`src/hdl/cu_pkg.sv`:
```
package cu_pkg;

	typedef enum logic [6:0] {
		OP_BEQ    = 7'd1,		// Branch group, condition picked from opcode
		OP_BNE    = 7'd2,
		OP_BC     = 7'd3,
		OP_BNC    = 7'd4,
		OP_BN     = 7'd5,
		OP_BGE    = 7'd6,
		OP_BLT    = 7'd7,
		OP_BRA    = 7'd8,
		OP_ADD    = 7'd9,		// Register ALU group starts here
		OP_ADDC   = 7'd10,
		OP_SUB    = 7'd11,
		OP_SUBC   = 7'd12,
		OP_DADD   = 7'd13,
		OP_CMP    = 7'd14,
		OP_XOR    = 7'd15,
		OP_AND    = 7'd16,
		OP_OR     = 7'd17,
		OP_BIT    = 7'd18,
		OP_BIC    = 7'd19,
		OP_BIS    = 7'd20,		// Last ALU op
		OP_MOV    = 7'd21,
		OP_SWPB   = 7'd26,
		OP_SXT    = 7'd27,
		OP_SETPRI = 7'd28,
		OP_SETCC  = 7'd30,
		OP_CLRCC  = 7'd31,
		OP_CEX    = 7'd32,
		OP_MOVL   = 7'd35,		// Byte moves map onto bm_op 0 to 3
		OP_MOVLZ  = 7'd36,
		OP_MOVLS  = 7'd37,
		OP_MOVH   = 7'd38
	} opcode_e;

	typedef enum logic [2:0] {
		SRC_NONE = 3'd0,
		SRC_MDR  = 3'd1,
		SRC_REGF = 3'd2,
		SRC_ALU  = 3'd3,
		SRC_SXT  = 3'd4,
		SRC_BM   = 3'd5
	} bus_src_e;

	typedef enum logic [1:0] {
		DST_NONE = 2'd0,
		DST_MDR  = 2'd1,
		DST_REGF = 2'd2,
		DST_IR   = 2'd3
	} bus_dst_e;

	typedef enum logic [2:0] {
		FETCH   = 3'd1,
		PC_INC  = 3'd2,
		IR_LOAD = 3'd3,
		DECODE  = 3'd4,
		EXECUTE = 3'd5
	} step_e;

	typedef struct packed {
		opcode_e     op;
		logic [12:0] off;		// Branch offset, sign bit 10 for conditional branches
		logic [3:0]  cond;		// CEX condition code
		logic [2:0]  t_count;
		logic [2:0]  f_count;
		logic [2:0]  pri;
		logic [4:0]  pswb;		// v, slp, n, z, c select
		logic [2:0]  dst;
		logic [2:0]  src;
		logic        word_byte;	// 1 = byte
		logic        reg_const;	// 1 = src names a constant
	} instr_fields_t;

	typedef struct packed {
		logic        valid;
		bus_src_e    data_src;
		bus_dst_e    data_dst;
		logic        word_byte;
		logic [4:0]  dbus_rnum_dst;
		logic [4:0]  dbus_rnum_src;
		logic        mar_from_pc;
		logic        mar_from_alu;
		logic        mem_read;
		logic [5:0]  alu_op;
		logic [4:0]  alu_rnum_dst;
		logic [4:0]  alu_rnum_src;
		logic        s_from_sxt;	// ALU s-operand from sign extender
		logic        psw_update;
		logic [4:0]  sxt_bit_num;
		logic        sxt_shift;
		logic        sxt_from_off;	// Extend the offset, not a register
		logic [2:0]  bm_op;
	} ctrl_word_t;

	typedef struct packed {
		logic [7:0] upper;
		logic [2:0] pri;
		logic       v;
		logic       slp;
		logic       n;
		logic       z;
		logic       c;
	} psw_t;

	typedef struct packed {
		logic v;
		logic n;
		logic z;
		logic c;
	} flags_t;

	localparam logic [4:0] REG_PC        = 5'd7;
	localparam logic [4:0] REG_CONST_TWO = 5'd10;	// Register file slot holding constant 2
	localparam logic [3:0] VEC_PC_FAULT  = 4'd9;
	localparam logic [3:0] VEC_PRI_FAULT = 4'd10;

endpackage

```
`src/hdl/cex_tracker.sv`:
```
module cex_tracker
	import cu_pkg::*;
(
	input  logic          clock,
	input  logic          cpucycle_rst,
	input  instr_fields_t fields,
	input  logic          cond_true,
	input  logic          decode_strobe,
	input  logic          exec_strobe,
	output logic          skip
);

	logic       active;		// A CEX block is still being counted down
	logic       result;		// Condition outcome latched at CEX execute
	logic [2:0] t_cnt;
	logic [2:0] f_cnt;
	logic       in_t;		// Current instruction counts against T

	assign in_t = (t_cnt != 3'd0);

	// True result runs the T group, false result runs the F group
	always_comb
	begin
		if (decode_strobe && active)
			skip = in_t ? !result : result;
		else
			skip = 1'b0;
	end

	always_ff @(posedge clock)
	begin
		if (cpucycle_rst)
		begin
			active <= 1'b0;
			result <= 1'b0;
			t_cnt  <= 3'd0;
			f_cnt  <= 3'd0;
		end
		else if (exec_strobe && (fields.op == OP_CEX))
		begin
			active <= (fields.t_count != 3'd0) || (fields.f_count != 3'd0);	// Empty CEX does nothing
			result <= cond_true;
			t_cnt  <= fields.t_count;
			f_cnt  <= fields.f_count;
		end
		else if (decode_strobe && active)
		begin
			if (in_t)
			begin
				t_cnt <= t_cnt - 3'd1;
				if ((t_cnt == 3'd1) && (f_cnt == 3'd0))
					active <= 1'b0;			// Last counted instruction
			end
			else
			begin
				f_cnt <= f_cnt - 3'd1;
				if (f_cnt == 3'd1)
					active <= 1'b0;
			end
		end
	end

endmodule

```
`src/hdl/cond_eval.sv`:
```
module cond_eval
	import cu_pkg::*;
(
	input  instr_fields_t fields,
	input  psw_t          psw,
	output logic          cond_true
);

	logic [3:0] code;

	always_comb
	begin
		case (fields.op)
			OP_BEQ, OP_BNE, OP_BC, OP_BNC, OP_BN:
				code = 4'(fields.op - OP_BEQ);		// EQ to MI in order
			OP_BGE: code = 4'd10;
			OP_BLT: code = 4'd11;
			OP_BRA: code = 4'd14;				// Always
			OP_CEX: code = fields.cond;
			default: code = 4'd15;				// Never true
		endcase
	end

	always_comb
	begin
		case (code)
			4'd0:  cond_true = psw.z;					// EQ
			4'd1:  cond_true = !psw.z;					// NE
			4'd2:  cond_true = psw.c;					// CS
			4'd3:  cond_true = !psw.c;					// CC
			4'd4:  cond_true = psw.n;					// MI
			4'd5:  cond_true = !psw.n;					// PL
			4'd6:  cond_true = psw.v;					// VS
			4'd7:  cond_true = !psw.v;					// VC
			4'd8:  cond_true = psw.c && !psw.z;			// HI
			4'd9:  cond_true = !psw.c || psw.z;			// LS
			4'd10: cond_true = (psw.n == psw.v);		// GE
			4'd11: cond_true = (psw.n != psw.v);		// LT
			4'd12: cond_true = !psw.z && (psw.n == psw.v);	// GT
			4'd13: cond_true = psw.z || (psw.n != psw.v);	// LE
			4'd14: cond_true = 1'b1;					// AL
			default: cond_true = 1'b0;
		endcase
	end

endmodule

```
`src/hdl/control_unit.sv`:
```
module control_unit
	import cu_pkg::*;
#(
	parameter logic [15:0] PSW_INIT = 16'h60e0
)
(
	input  logic          clock,
	input  logic          cpucycle_rst,
	input  logic [15:0]   pc,
	input  logic [15:0]   brkpnt,
	input  instr_fields_t fields,
	input  flags_t        flags_in,
	input  logic          flags_load,
	output ctrl_word_t    ctrl,
	output logic          id_en,
	output step_e         step,
	output psw_t          psw,
	output logic          halted,
	output logic          fault,
	output logic [3:0]    vect_num
);

	logic fetch_strobe;
	logic decode_strobe;
	logic exec_strobe;
	logic skip;			// CEX drops the decoded instruction
	logic cond_true;
	logic pri_fault;

	step_sequencer u_seq (
		.clock         (clock),
		.cpucycle_rst  (cpucycle_rst),
		.pc            (pc),
		.brkpnt        (brkpnt),
		.skip          (skip),
		.pri_fault     (pri_fault),
		.step          (step),
		.fetch_strobe  (fetch_strobe),
		.decode_strobe (decode_strobe),
		.exec_strobe   (exec_strobe),
		.id_en         (id_en),
		.halted        (halted),
		.fault         (fault),
		.vect_num      (vect_num)
	);

	cond_eval u_cond (
		.fields    (fields),
		.psw       (psw),
		.cond_true (cond_true)
	);

	cex_tracker u_cex (
		.clock         (clock),
		.cpucycle_rst  (cpucycle_rst),
		.fields        (fields),
		.cond_true     (cond_true),
		.decode_strobe (decode_strobe),
		.exec_strobe   (exec_strobe),
		.skip          (skip)
	);

	psw_unit #(
		.PSW_INIT (PSW_INIT)
	) u_psw (
		.clock        (clock),
		.cpucycle_rst (cpucycle_rst),
		.fields       (fields),
		.exec_strobe  (exec_strobe),
		.flags_in     (flags_in),
		.flags_load   (flags_load),
		.psw          (psw),
		.pri_fault    (pri_fault)
	);

	ctrl_word_gen u_cwg (
		.clock        (clock),
		.cpucycle_rst (cpucycle_rst),
		.step         (step),
		.fetch_strobe (fetch_strobe),
		.exec_strobe  (exec_strobe),
		.fields       (fields),
		.cond_true    (cond_true),
		.ctrl         (ctrl)
	);

endmodule

```
`src/hdl/ctrl_word_gen.sv`:
```
module ctrl_word_gen
	import cu_pkg::*;
(
	input  logic          clock,
	input  logic          cpucycle_rst,
	input  step_e         step,
	input  logic          fetch_strobe,
	input  logic          exec_strobe,
	input  instr_fields_t fields,
	input  logic          cond_true,
	output ctrl_word_t    ctrl
);

	ctrl_word_t exec_word;
	ctrl_word_t next_word;
	logic [4:0] rd;		// Instruction dst as register number

	assign rd = {2'b00, fields.dst};

	always_comb
	begin
		exec_word       = '0;
		exec_word.valid = 1'b1;
		case (fields.op)
			OP_BEQ, OP_BNE, OP_BC, OP_BNC, OP_BN, OP_BGE, OP_BLT, OP_BRA:
			begin
				exec_word.valid         = cond_true;	// Not taken gives no word
				exec_word.sxt_bit_num   = 5'd10;
				exec_word.sxt_shift     = 1'b1;		// Word offset to byte offset
				exec_word.sxt_from_off  = 1'b1;
				exec_word.s_from_sxt    = 1'b1;
				exec_word.alu_op        = 6'd0;		// PC + offset
				exec_word.alu_rnum_dst  = REG_PC;
				exec_word.data_src      = SRC_ALU;
				exec_word.data_dst      = DST_REGF;
				exec_word.dbus_rnum_dst = REG_PC;
			end
			OP_ADD, OP_ADDC, OP_SUB, OP_SUBC, OP_DADD, OP_CMP,
			OP_XOR, OP_AND, OP_OR, OP_BIT, OP_BIC, OP_BIS:
			begin
				exec_word.alu_op        = {5'(fields.op - OP_ADD), fields.word_byte};
				exec_word.alu_rnum_dst  = rd;
				exec_word.alu_rnum_src  = {1'b0, fields.reg_const, fields.src};	// Constants sit at 8 to 15
				exec_word.psw_update    = 1'b1;
				exec_word.word_byte     = fields.word_byte;
				exec_word.data_src      = SRC_ALU;
				exec_word.data_dst      = DST_REGF;
				exec_word.dbus_rnum_dst = rd;
			end
			OP_MOV:
			begin
				exec_word.word_byte     = fields.word_byte;
				exec_word.data_src      = SRC_REGF;
				exec_word.data_dst      = DST_REGF;
				exec_word.dbus_rnum_src = {2'b00, fields.src};
				exec_word.dbus_rnum_dst = rd;
			end
			OP_SWPB, OP_MOVL, OP_MOVLZ, OP_MOVLS, OP_MOVH:
			begin
				exec_word.bm_op         = (fields.op == OP_SWPB) ? 3'd4 : 3'(fields.op - OP_MOVL);
				exec_word.data_src      = SRC_BM;
				exec_word.data_dst      = DST_REGF;
				exec_word.dbus_rnum_dst = rd;
			end
			OP_SXT:
			begin
				exec_word.sxt_bit_num   = 5'd7;		// Byte sign bit, register input
				exec_word.data_src      = SRC_SXT;
				exec_word.data_dst      = DST_REGF;
				exec_word.dbus_rnum_dst = rd;
			end
			default: exec_word.valid = 1'b0;		// PSW ops, CEX and the rest
		endcase
	end

	always_comb
	begin
		next_word = '0;
		case (step)
			FETCH:
			begin
				next_word.valid        = fetch_strobe;	// No word while halted or faulted
				next_word.mar_from_pc  = 1'b1;
				next_word.mem_read     = 1'b1;
				next_word.alu_rnum_dst = REG_PC;
				next_word.alu_rnum_src = REG_CONST_TWO;
			end
			PC_INC:
			begin
				next_word.valid         = 1'b1;
				next_word.alu_rnum_dst  = REG_PC;	// ALU still forms PC + 2
				next_word.alu_rnum_src  = REG_CONST_TWO;
				next_word.data_src      = SRC_ALU;
				next_word.data_dst      = DST_REGF;
				next_word.dbus_rnum_dst = REG_PC;
			end
			IR_LOAD:
			begin
				next_word.valid    = 1'b1;
				next_word.data_src = SRC_MDR;
				next_word.data_dst = DST_IR;
			end
			EXECUTE:
				if (exec_strobe)
					next_word = exec_word;
			default: next_word.valid = 1'b0;		// Decode cycle drives nothing
		endcase
	end

	always_ff @(posedge clock)
	begin
		if (cpucycle_rst)
			ctrl <= '0;
		else
			ctrl <= next_word;
	end

endmodule

```
`src/hdl/psw_unit.sv`:
```
module psw_unit
	import cu_pkg::*;
#(
	parameter logic [15:0] PSW_INIT = 16'h60e0
)
(
	input  logic          clock,
	input  logic          cpucycle_rst,
	input  instr_fields_t fields,
	input  logic          exec_strobe,
	input  flags_t        flags_in,
	input  logic          flags_load,
	output psw_t          psw,
	output logic          pri_fault
);

	logic is_setcc;
	logic is_clrcc;
	logic is_setpri;
	logic pri_ok;		// New priority is strictly lower

	assign is_setcc  = exec_strobe && (fields.op == OP_SETCC);
	assign is_clrcc  = exec_strobe && (fields.op == OP_CLRCC);
	assign is_setpri = exec_strobe && (fields.op == OP_SETPRI);
	assign pri_ok    = (fields.pri < psw.pri);
	assign pri_fault = is_setpri && !pri_ok;		// Raising priority is not allowed

	// Execute-step writes take precedence over ALU write-back flags
	always_ff @(posedge clock)
	begin
		if (cpucycle_rst)
			psw <= psw_t'(PSW_INIT);
		else if (is_setcc)
			psw[4:0] <= psw[4:0] | fields.pswb;
		else if (is_clrcc)
			psw[4:0] <= psw[4:0] & ~fields.pswb;
		else if (is_setpri && pri_ok)
			psw.pri <= fields.pri;
		else if (flags_load)
		begin
			psw.c <= flags_in.c;
			psw.z <= flags_in.z;
			psw.n <= flags_in.n;
			psw.v <= flags_in.v;			// slp and pri untouched
		end
	end

endmodule

```
`src/hdl/step_sequencer.sv`:
```
module step_sequencer
	import cu_pkg::*;
(
	input  logic        clock,
	input  logic        cpucycle_rst,
	input  logic [15:0] pc,
	input  logic [15:0] brkpnt,
	input  logic        skip,
	input  logic        pri_fault,
	output step_e       step,
	output logic        fetch_strobe,
	output logic        decode_strobe,
	output logic        exec_strobe,
	output logic        id_en,
	output logic        halted,
	output logic        fault,
	output logic [3:0]  vect_num
);

	logic brk_hit;
	logic stalled;		// Halted or faulted, no strobes go out

	assign brk_hit = (pc == brkpnt);
	assign stalled = halted || fault;

	assign fetch_strobe  = (step == FETCH) && !stalled && !pc[0] && !brk_hit;
	assign decode_strobe = (step == DECODE) && !stalled;
	assign exec_strobe   = (step == EXECUTE) && !stalled;

	always_ff @(posedge clock)
	begin
		if (cpucycle_rst)
		begin
			step     <= FETCH;
			id_en    <= 1'b0;
			halted   <= 1'b0;
			fault    <= 1'b0;
			vect_num <= 4'd0;
		end
		else
		begin
			id_en <= decode_strobe && !skip;		// Decoder runs alongside EXECUTE
			case (step)
				FETCH:
				begin
					if (!fault)
					begin
						if (pc[0])
						begin
							fault    <= 1'b1;		// Odd PC
							vect_num <= VEC_PC_FAULT;
							halted   <= 1'b0;
						end
						else if (brk_hit)
							halted <= 1'b1;
						else if (halted)
							halted <= 1'b0;		// Release, fetch next cycle
						else
							step <= PC_INC;
					end
				end
				PC_INC:  step <= IR_LOAD;
				IR_LOAD: step <= DECODE;
				DECODE:  step <= skip ? FETCH : EXECUTE;	// Skipped instruction ends here
				EXECUTE: step <= FETCH;
				default: step <= FETCH;
			endcase
			if (pri_fault)
			begin
				fault    <= 1'b1;
				vect_num <= VEC_PRI_FAULT;
			end
		end
	end

endmodule

```
`config.mk`:
```
export PLATFORM = sky130hd
export DESIGN_NAME = control_unit
export DESIGN_NICKNAME = d
export VERILOG_FILES = /design/src/hdl/cu_pkg.sv /design/src/hdl/cex_tracker.sv /design/src/hdl/cond_eval.sv /design/src/hdl/control_unit.sv /design/src/hdl/ctrl_word_gen.sv /design/src/hdl/psw_unit.sv /design/src/hdl/step_sequencer.sv
export SDC_FILE = /design/constraint.sdc
export NUM_CORES = 1
export LEC_CHECK = 0
export BUFFER_PORTS_ARGS = -buffer_cell sky130_fd_sc_hd__buf_2
export CAP_MARGIN = 0
export CORE_MARGIN = 3
export CORE_UTILIZATION = 47
export DETAILED_ROUTE_END_ITERATION = 7
export MAX_ROUTING_LAYER = met4
export PLACE_DENSITY = 0.88
export SYNTH_ARGS = -nofsm -noshare
export SYNTH_HDL_FRONTEND = slang
export SYNTH_SLANG_ARGS = --single-unit
```
`constraint.sdc`:
```
create_clock -name clock -period 3.46 [get_ports clock]
set_input_delay 0.519 -clock clock [delete_from_list [all_inputs] [get_ports clock]]
set_output_delay 0.519 -clock clock [all_outputs]
set_load 0.05 [all_outputs]
```
==> flow_summary.rst <==
.. list-table::
   :header-rows: 1

   * - Metric
     - Value
   * - H-tree lvl count
     - 3
   * - Via count of the first global-routing pass
     - 2951
   * - Skew-Pair Late Insertion Delay
     - 0.34 ns
   * - Number of flip-flops and latches in the synthesized netlist
     - 60
   * - Count of instances resized after the clock tree is built
     - 0
   * - Routability cong.
     - 0.878
   * - Layout overhead on the synthesized area
     - 22.8%
   * - Post-synthesis async set-or-reset flop share
     - 0%
   * - Final critical-path setup slack
     - 0.692 ns
   * - Final worst path period share
     - 80.0%
   * - Setup TNS Final
     - 0 ns
   * - Critical path fanouts, max
     - 9
   * - Congestion Overflow GR
     - 0
   * - Proportion of synthesized chip area in sequential cells
     - 35.1%
   * - Number of nets in the final layout
     - 618
   * - Number of sinks handled by clock tree synthesis
     - 60
   * - Number of top-level pins
     - 159
   * - Arrival time reported for the critical path endpoint
     - 2.95 ns
   * - Critical path launch point type
     - input port
   * - Hold/Removal Path Class
     - in2reg
   * - Remaining routing DRC violations
     - 0
   * - Final instance area
     - 4210 sq um
   * - Number of cells produced by synthesis
     - 405
   * - Antenna fix cells
     - 0
   * - Yosys warning count
     - 0
   * - Post-CTS setup buffer count
     - 0
   * - Most used cells in the layout excluding fill and tap cells
     - sky130_fd_sc_hd__buf_2, sky130_fd_sc_hd__dfxtp_1, sky130_fd_sc_hd__nand2_1
   * - Die Area
     - 8340 sq um
   * - Util after Layout
     - 60.6%
   * - CORE AREA
     - 6940 sq um
   * - Share of post-route cells with drive strength above 1
     - 31.0%
   * - DR WL/cell
     - 14.3 um
   * - Static Leakage
     - 1.99 nW
   * - Width of the chip
     - 91.3 um
   * - Highest Clock Rate
     - 361 MHz
   * - Number of antenna violations at the first check in global routing
     - 0
   * - Post-placement setup slack
     - 0.343 ns
   * - Dpl hpwl
     - 6.96 mm
   * - Clock root buffer
     - sky130_fd_sc_hd__clkbuf_8
   * - CP Cell Sequence
     - buf_2, inv_1, ha_1, or2_2, o32ai_1, a21oi_1, or3_1, o21ai_0, o21bai_1, a21oi_1
   * - Cell variety after synth
     - 61
   * - Hold buffer count at cts
     - 0
   * - GRT Total Usage
     - 21.2%
   * - Ys flop type
     - sky130_fd_sc_hd__dfxtp_1
   * - Filler Cells Inserted
     - 615
   * - Slowest CP cell
     - sky130_fd_sc_hd__or3_1
   * - Via count of the routed design
     - 3256
   * - Peak supply drop
     - 0.232 mV
   * - Critical path's largest stage delay
     - 0.40 ns
   * - Class of the most critical setup path
     - in2reg
   * - Longest Clk Path Bufs
     - 2
   * - Power density over the cells
     - 529 nW/um^2
   * - Starting DRT DRC Count
     - 143
   * - Required time worst endpoint
     - 3.65 ns
   * - Critical Path Most Common Cell
     - sky130_fd_sc_hd__a21oi_1
   * - Antenna Nets Post-Route
     - 0
   * - Die Span Y
     - 91.3 um
   * - Final Slew Violations
     - 0
   * - Number of vias per cell
     - 5.24
   * - Clock tree from TritonCTS
     - yes
   * - Final Setup Violations
     - 0
   * - Number of buffers inserted by port buffering
     - 127
   * - Sequential cell area
     - 1200 sq um
   * - Area after DPL
     - 4010 sq um
   * - Number of maximum-capacitance constraint violations
     - 0
   * - Effective utilization at floorplan
     - 49.3%
   * - Row count
     - 30
   * - Nature of the critical path endpoint
     - register
   * - First-pass GRT wire length
     - 13.8 mm
   * - Setup Skew
     - 0.0149 ns
   * - Final critical path time including I/O delays and setup
     - 2.77 ns
   * - Combined area of the multi-input logic cells
     - 1970 sq um
   * - Unrepaired setup endpoints after global routing
     - no
   * - Avg Synthesized Cell Area
     - 8.45 sq um
   * - Post-CTS clock slew at the launch and capture registers of the worst setup and hold paths
     - 0.07 ns
   * - DRT Wirelength
     - 8.87 mm
   * - Max transition margin
     - 46.6%
   * - Hold violation total from the final report
     - 0
   * - First-pass detailed-route iteration total
     - 6
   * - Largest net degree at the start of global routing
     - 39
   * - Result of the run
     - completed
   * - Most common cell after layout, fill and taps aside
     - sky130_fd_sc_hd__buf_2
   * - Synth Cell Area
     - 3420 sq um
   * - Post-synth EDFFs
     - 0
   * - Tightest Pin Transition
     - 0.789 ns
   * - TritonCTS Buffers
     - 9
-- per-stage QoR --
step           instances  hold WS [ns]  total power, mW
2_1_floorplan        421         0.444             1.43
3_3_place_gp         605         0.446             1.59
3_5_place_dp         605         0.451             1.61
4_1_cts              621         0.382             2.23
5_1_grt              621         0.394             2.33
6_report             621         0.393             2.22
-- worst paths after layout --
kind / startpoint / endpoint / slack (ns) / cells past startpoint
worst max-delay path: fields[39] / u_cwg.ctrl[36] / 0.69 / 10
worst min-delay path: fields[4] / u_cwg.ctrl[33] / 0.39 / 2
worst min register to register: u_seq.vect_num[1] / u_seq.vect_num[1] / 0.46 / 2
worst max register to register: u_seq.halted / u_psw.psw[1] / 1.07 / 8
-- per-layer routing --
layer  GRT usage (%)  vias up  part of all wire, %
li1                -     1626                    -
met1            25.4     1450                   43
met2            34.1      161                   47
met3            5.05       19                  7.1
met4            8.79        0                  2.7
met5               -        -                    0
-- synth_stat cells, types with 4 or more instances --
cell type	count	share of area [%]
sky130_fd_sc_hd__a211oi_1	9	2.0
sky130_fd_sc_hd__a21o_1	4	0.88
sky130_fd_sc_hd__a21oi_1	34	5.0
sky130_fd_sc_hd__and2_1	9	1.6
sky130_fd_sc_hd__and3_1	7	1.3
sky130_fd_sc_hd__buf_2	6	0.88
sky130_fd_sc_hd__buf_4	22	4.8
sky130_fd_sc_hd__clkbuf_1	12	1.3
sky130_fd_sc_hd__dfxtp_1	60	35
sky130_fd_sc_hd__ha_1	13	4.8
sky130_fd_sc_hd__inv_1	15	1.6
sky130_fd_sc_hd__mux2i_1	6	1.8
sky130_fd_sc_hd__nand2_1	37	4.1
sky130_fd_sc_hd__nand2b_1	11	2.0
sky130_fd_sc_hd__nand3_1	10	1.5
sky130_fd_sc_hd__nand4_1	6	1.1
sky130_fd_sc_hd__nor2_1	21	2.3
sky130_fd_sc_hd__nor3_1	12	1.8
sky130_fd_sc_hd__o21a_1	5	1.1
sky130_fd_sc_hd__o21ai_0	17	2.5
sky130_fd_sc_hd__o31ai_1	4	0.88
sky130_fd_sc_hd__xnor2_1	22	5.6
sky130_fd_sc_hd__xor2_1	4	1.0
-- report_power, final --
group / switching [mW] / total (mW) / internal, mW
logic: 0.558 / 0.767 / 0.209
clock network: 0.299 / 0.635 / 0.336
registers: 0.0541 / 0.821 / 0.767
total: 0.911 / 2.22 / 1.31
-- critical path: cells and delay by family --
family	cells	cell delay [ns]
buffers and inverters	2	0.28
AO/OA/AOI/OAI	5	1.05
AND/OR/NAND/NOR	2	0.78
adder cells (fa/ha/maj)	1	0.33
-- area by class of cell --
type	instances	area share, %
sequential	60	28.6
timing repair buffer	130	15.7
clock inverter	7	1.79
tap	96	2.86
inverter	15	1.34
multi-input combinational	304	46.9
clock buffer	9	2.95
-- flip-flops by register name, indices dropped and copies added (netlist names), named ones only --
signal and flops:
u_seq.vect_num 3, u_cex.f_cnt 3, u_seq.halted 1, u_cwg.ctrl 35, u_cex.active 1, u_cex.result 1, u_seq.id_en 1, u_seq.fault 1
u_cex.t_cnt 3, u_psw.psw 7, u_seq.step 3
-- cell families (layout without fill, tap and decap cells) --
family,count (synthesis),after routing,share of synthesized area (%)
simple gates,142,142,22.7
buf+inv,57,161,9.10
fa+ha+maj,13,13,4.75
xor+xnor,26,26,6.65
flops,60,60,35.1
compound gates,99,99,19.7
mux,6,6,1.75
other cells,2,18,0.219
No activity file was read; power rests on OpenSTA's default activity.
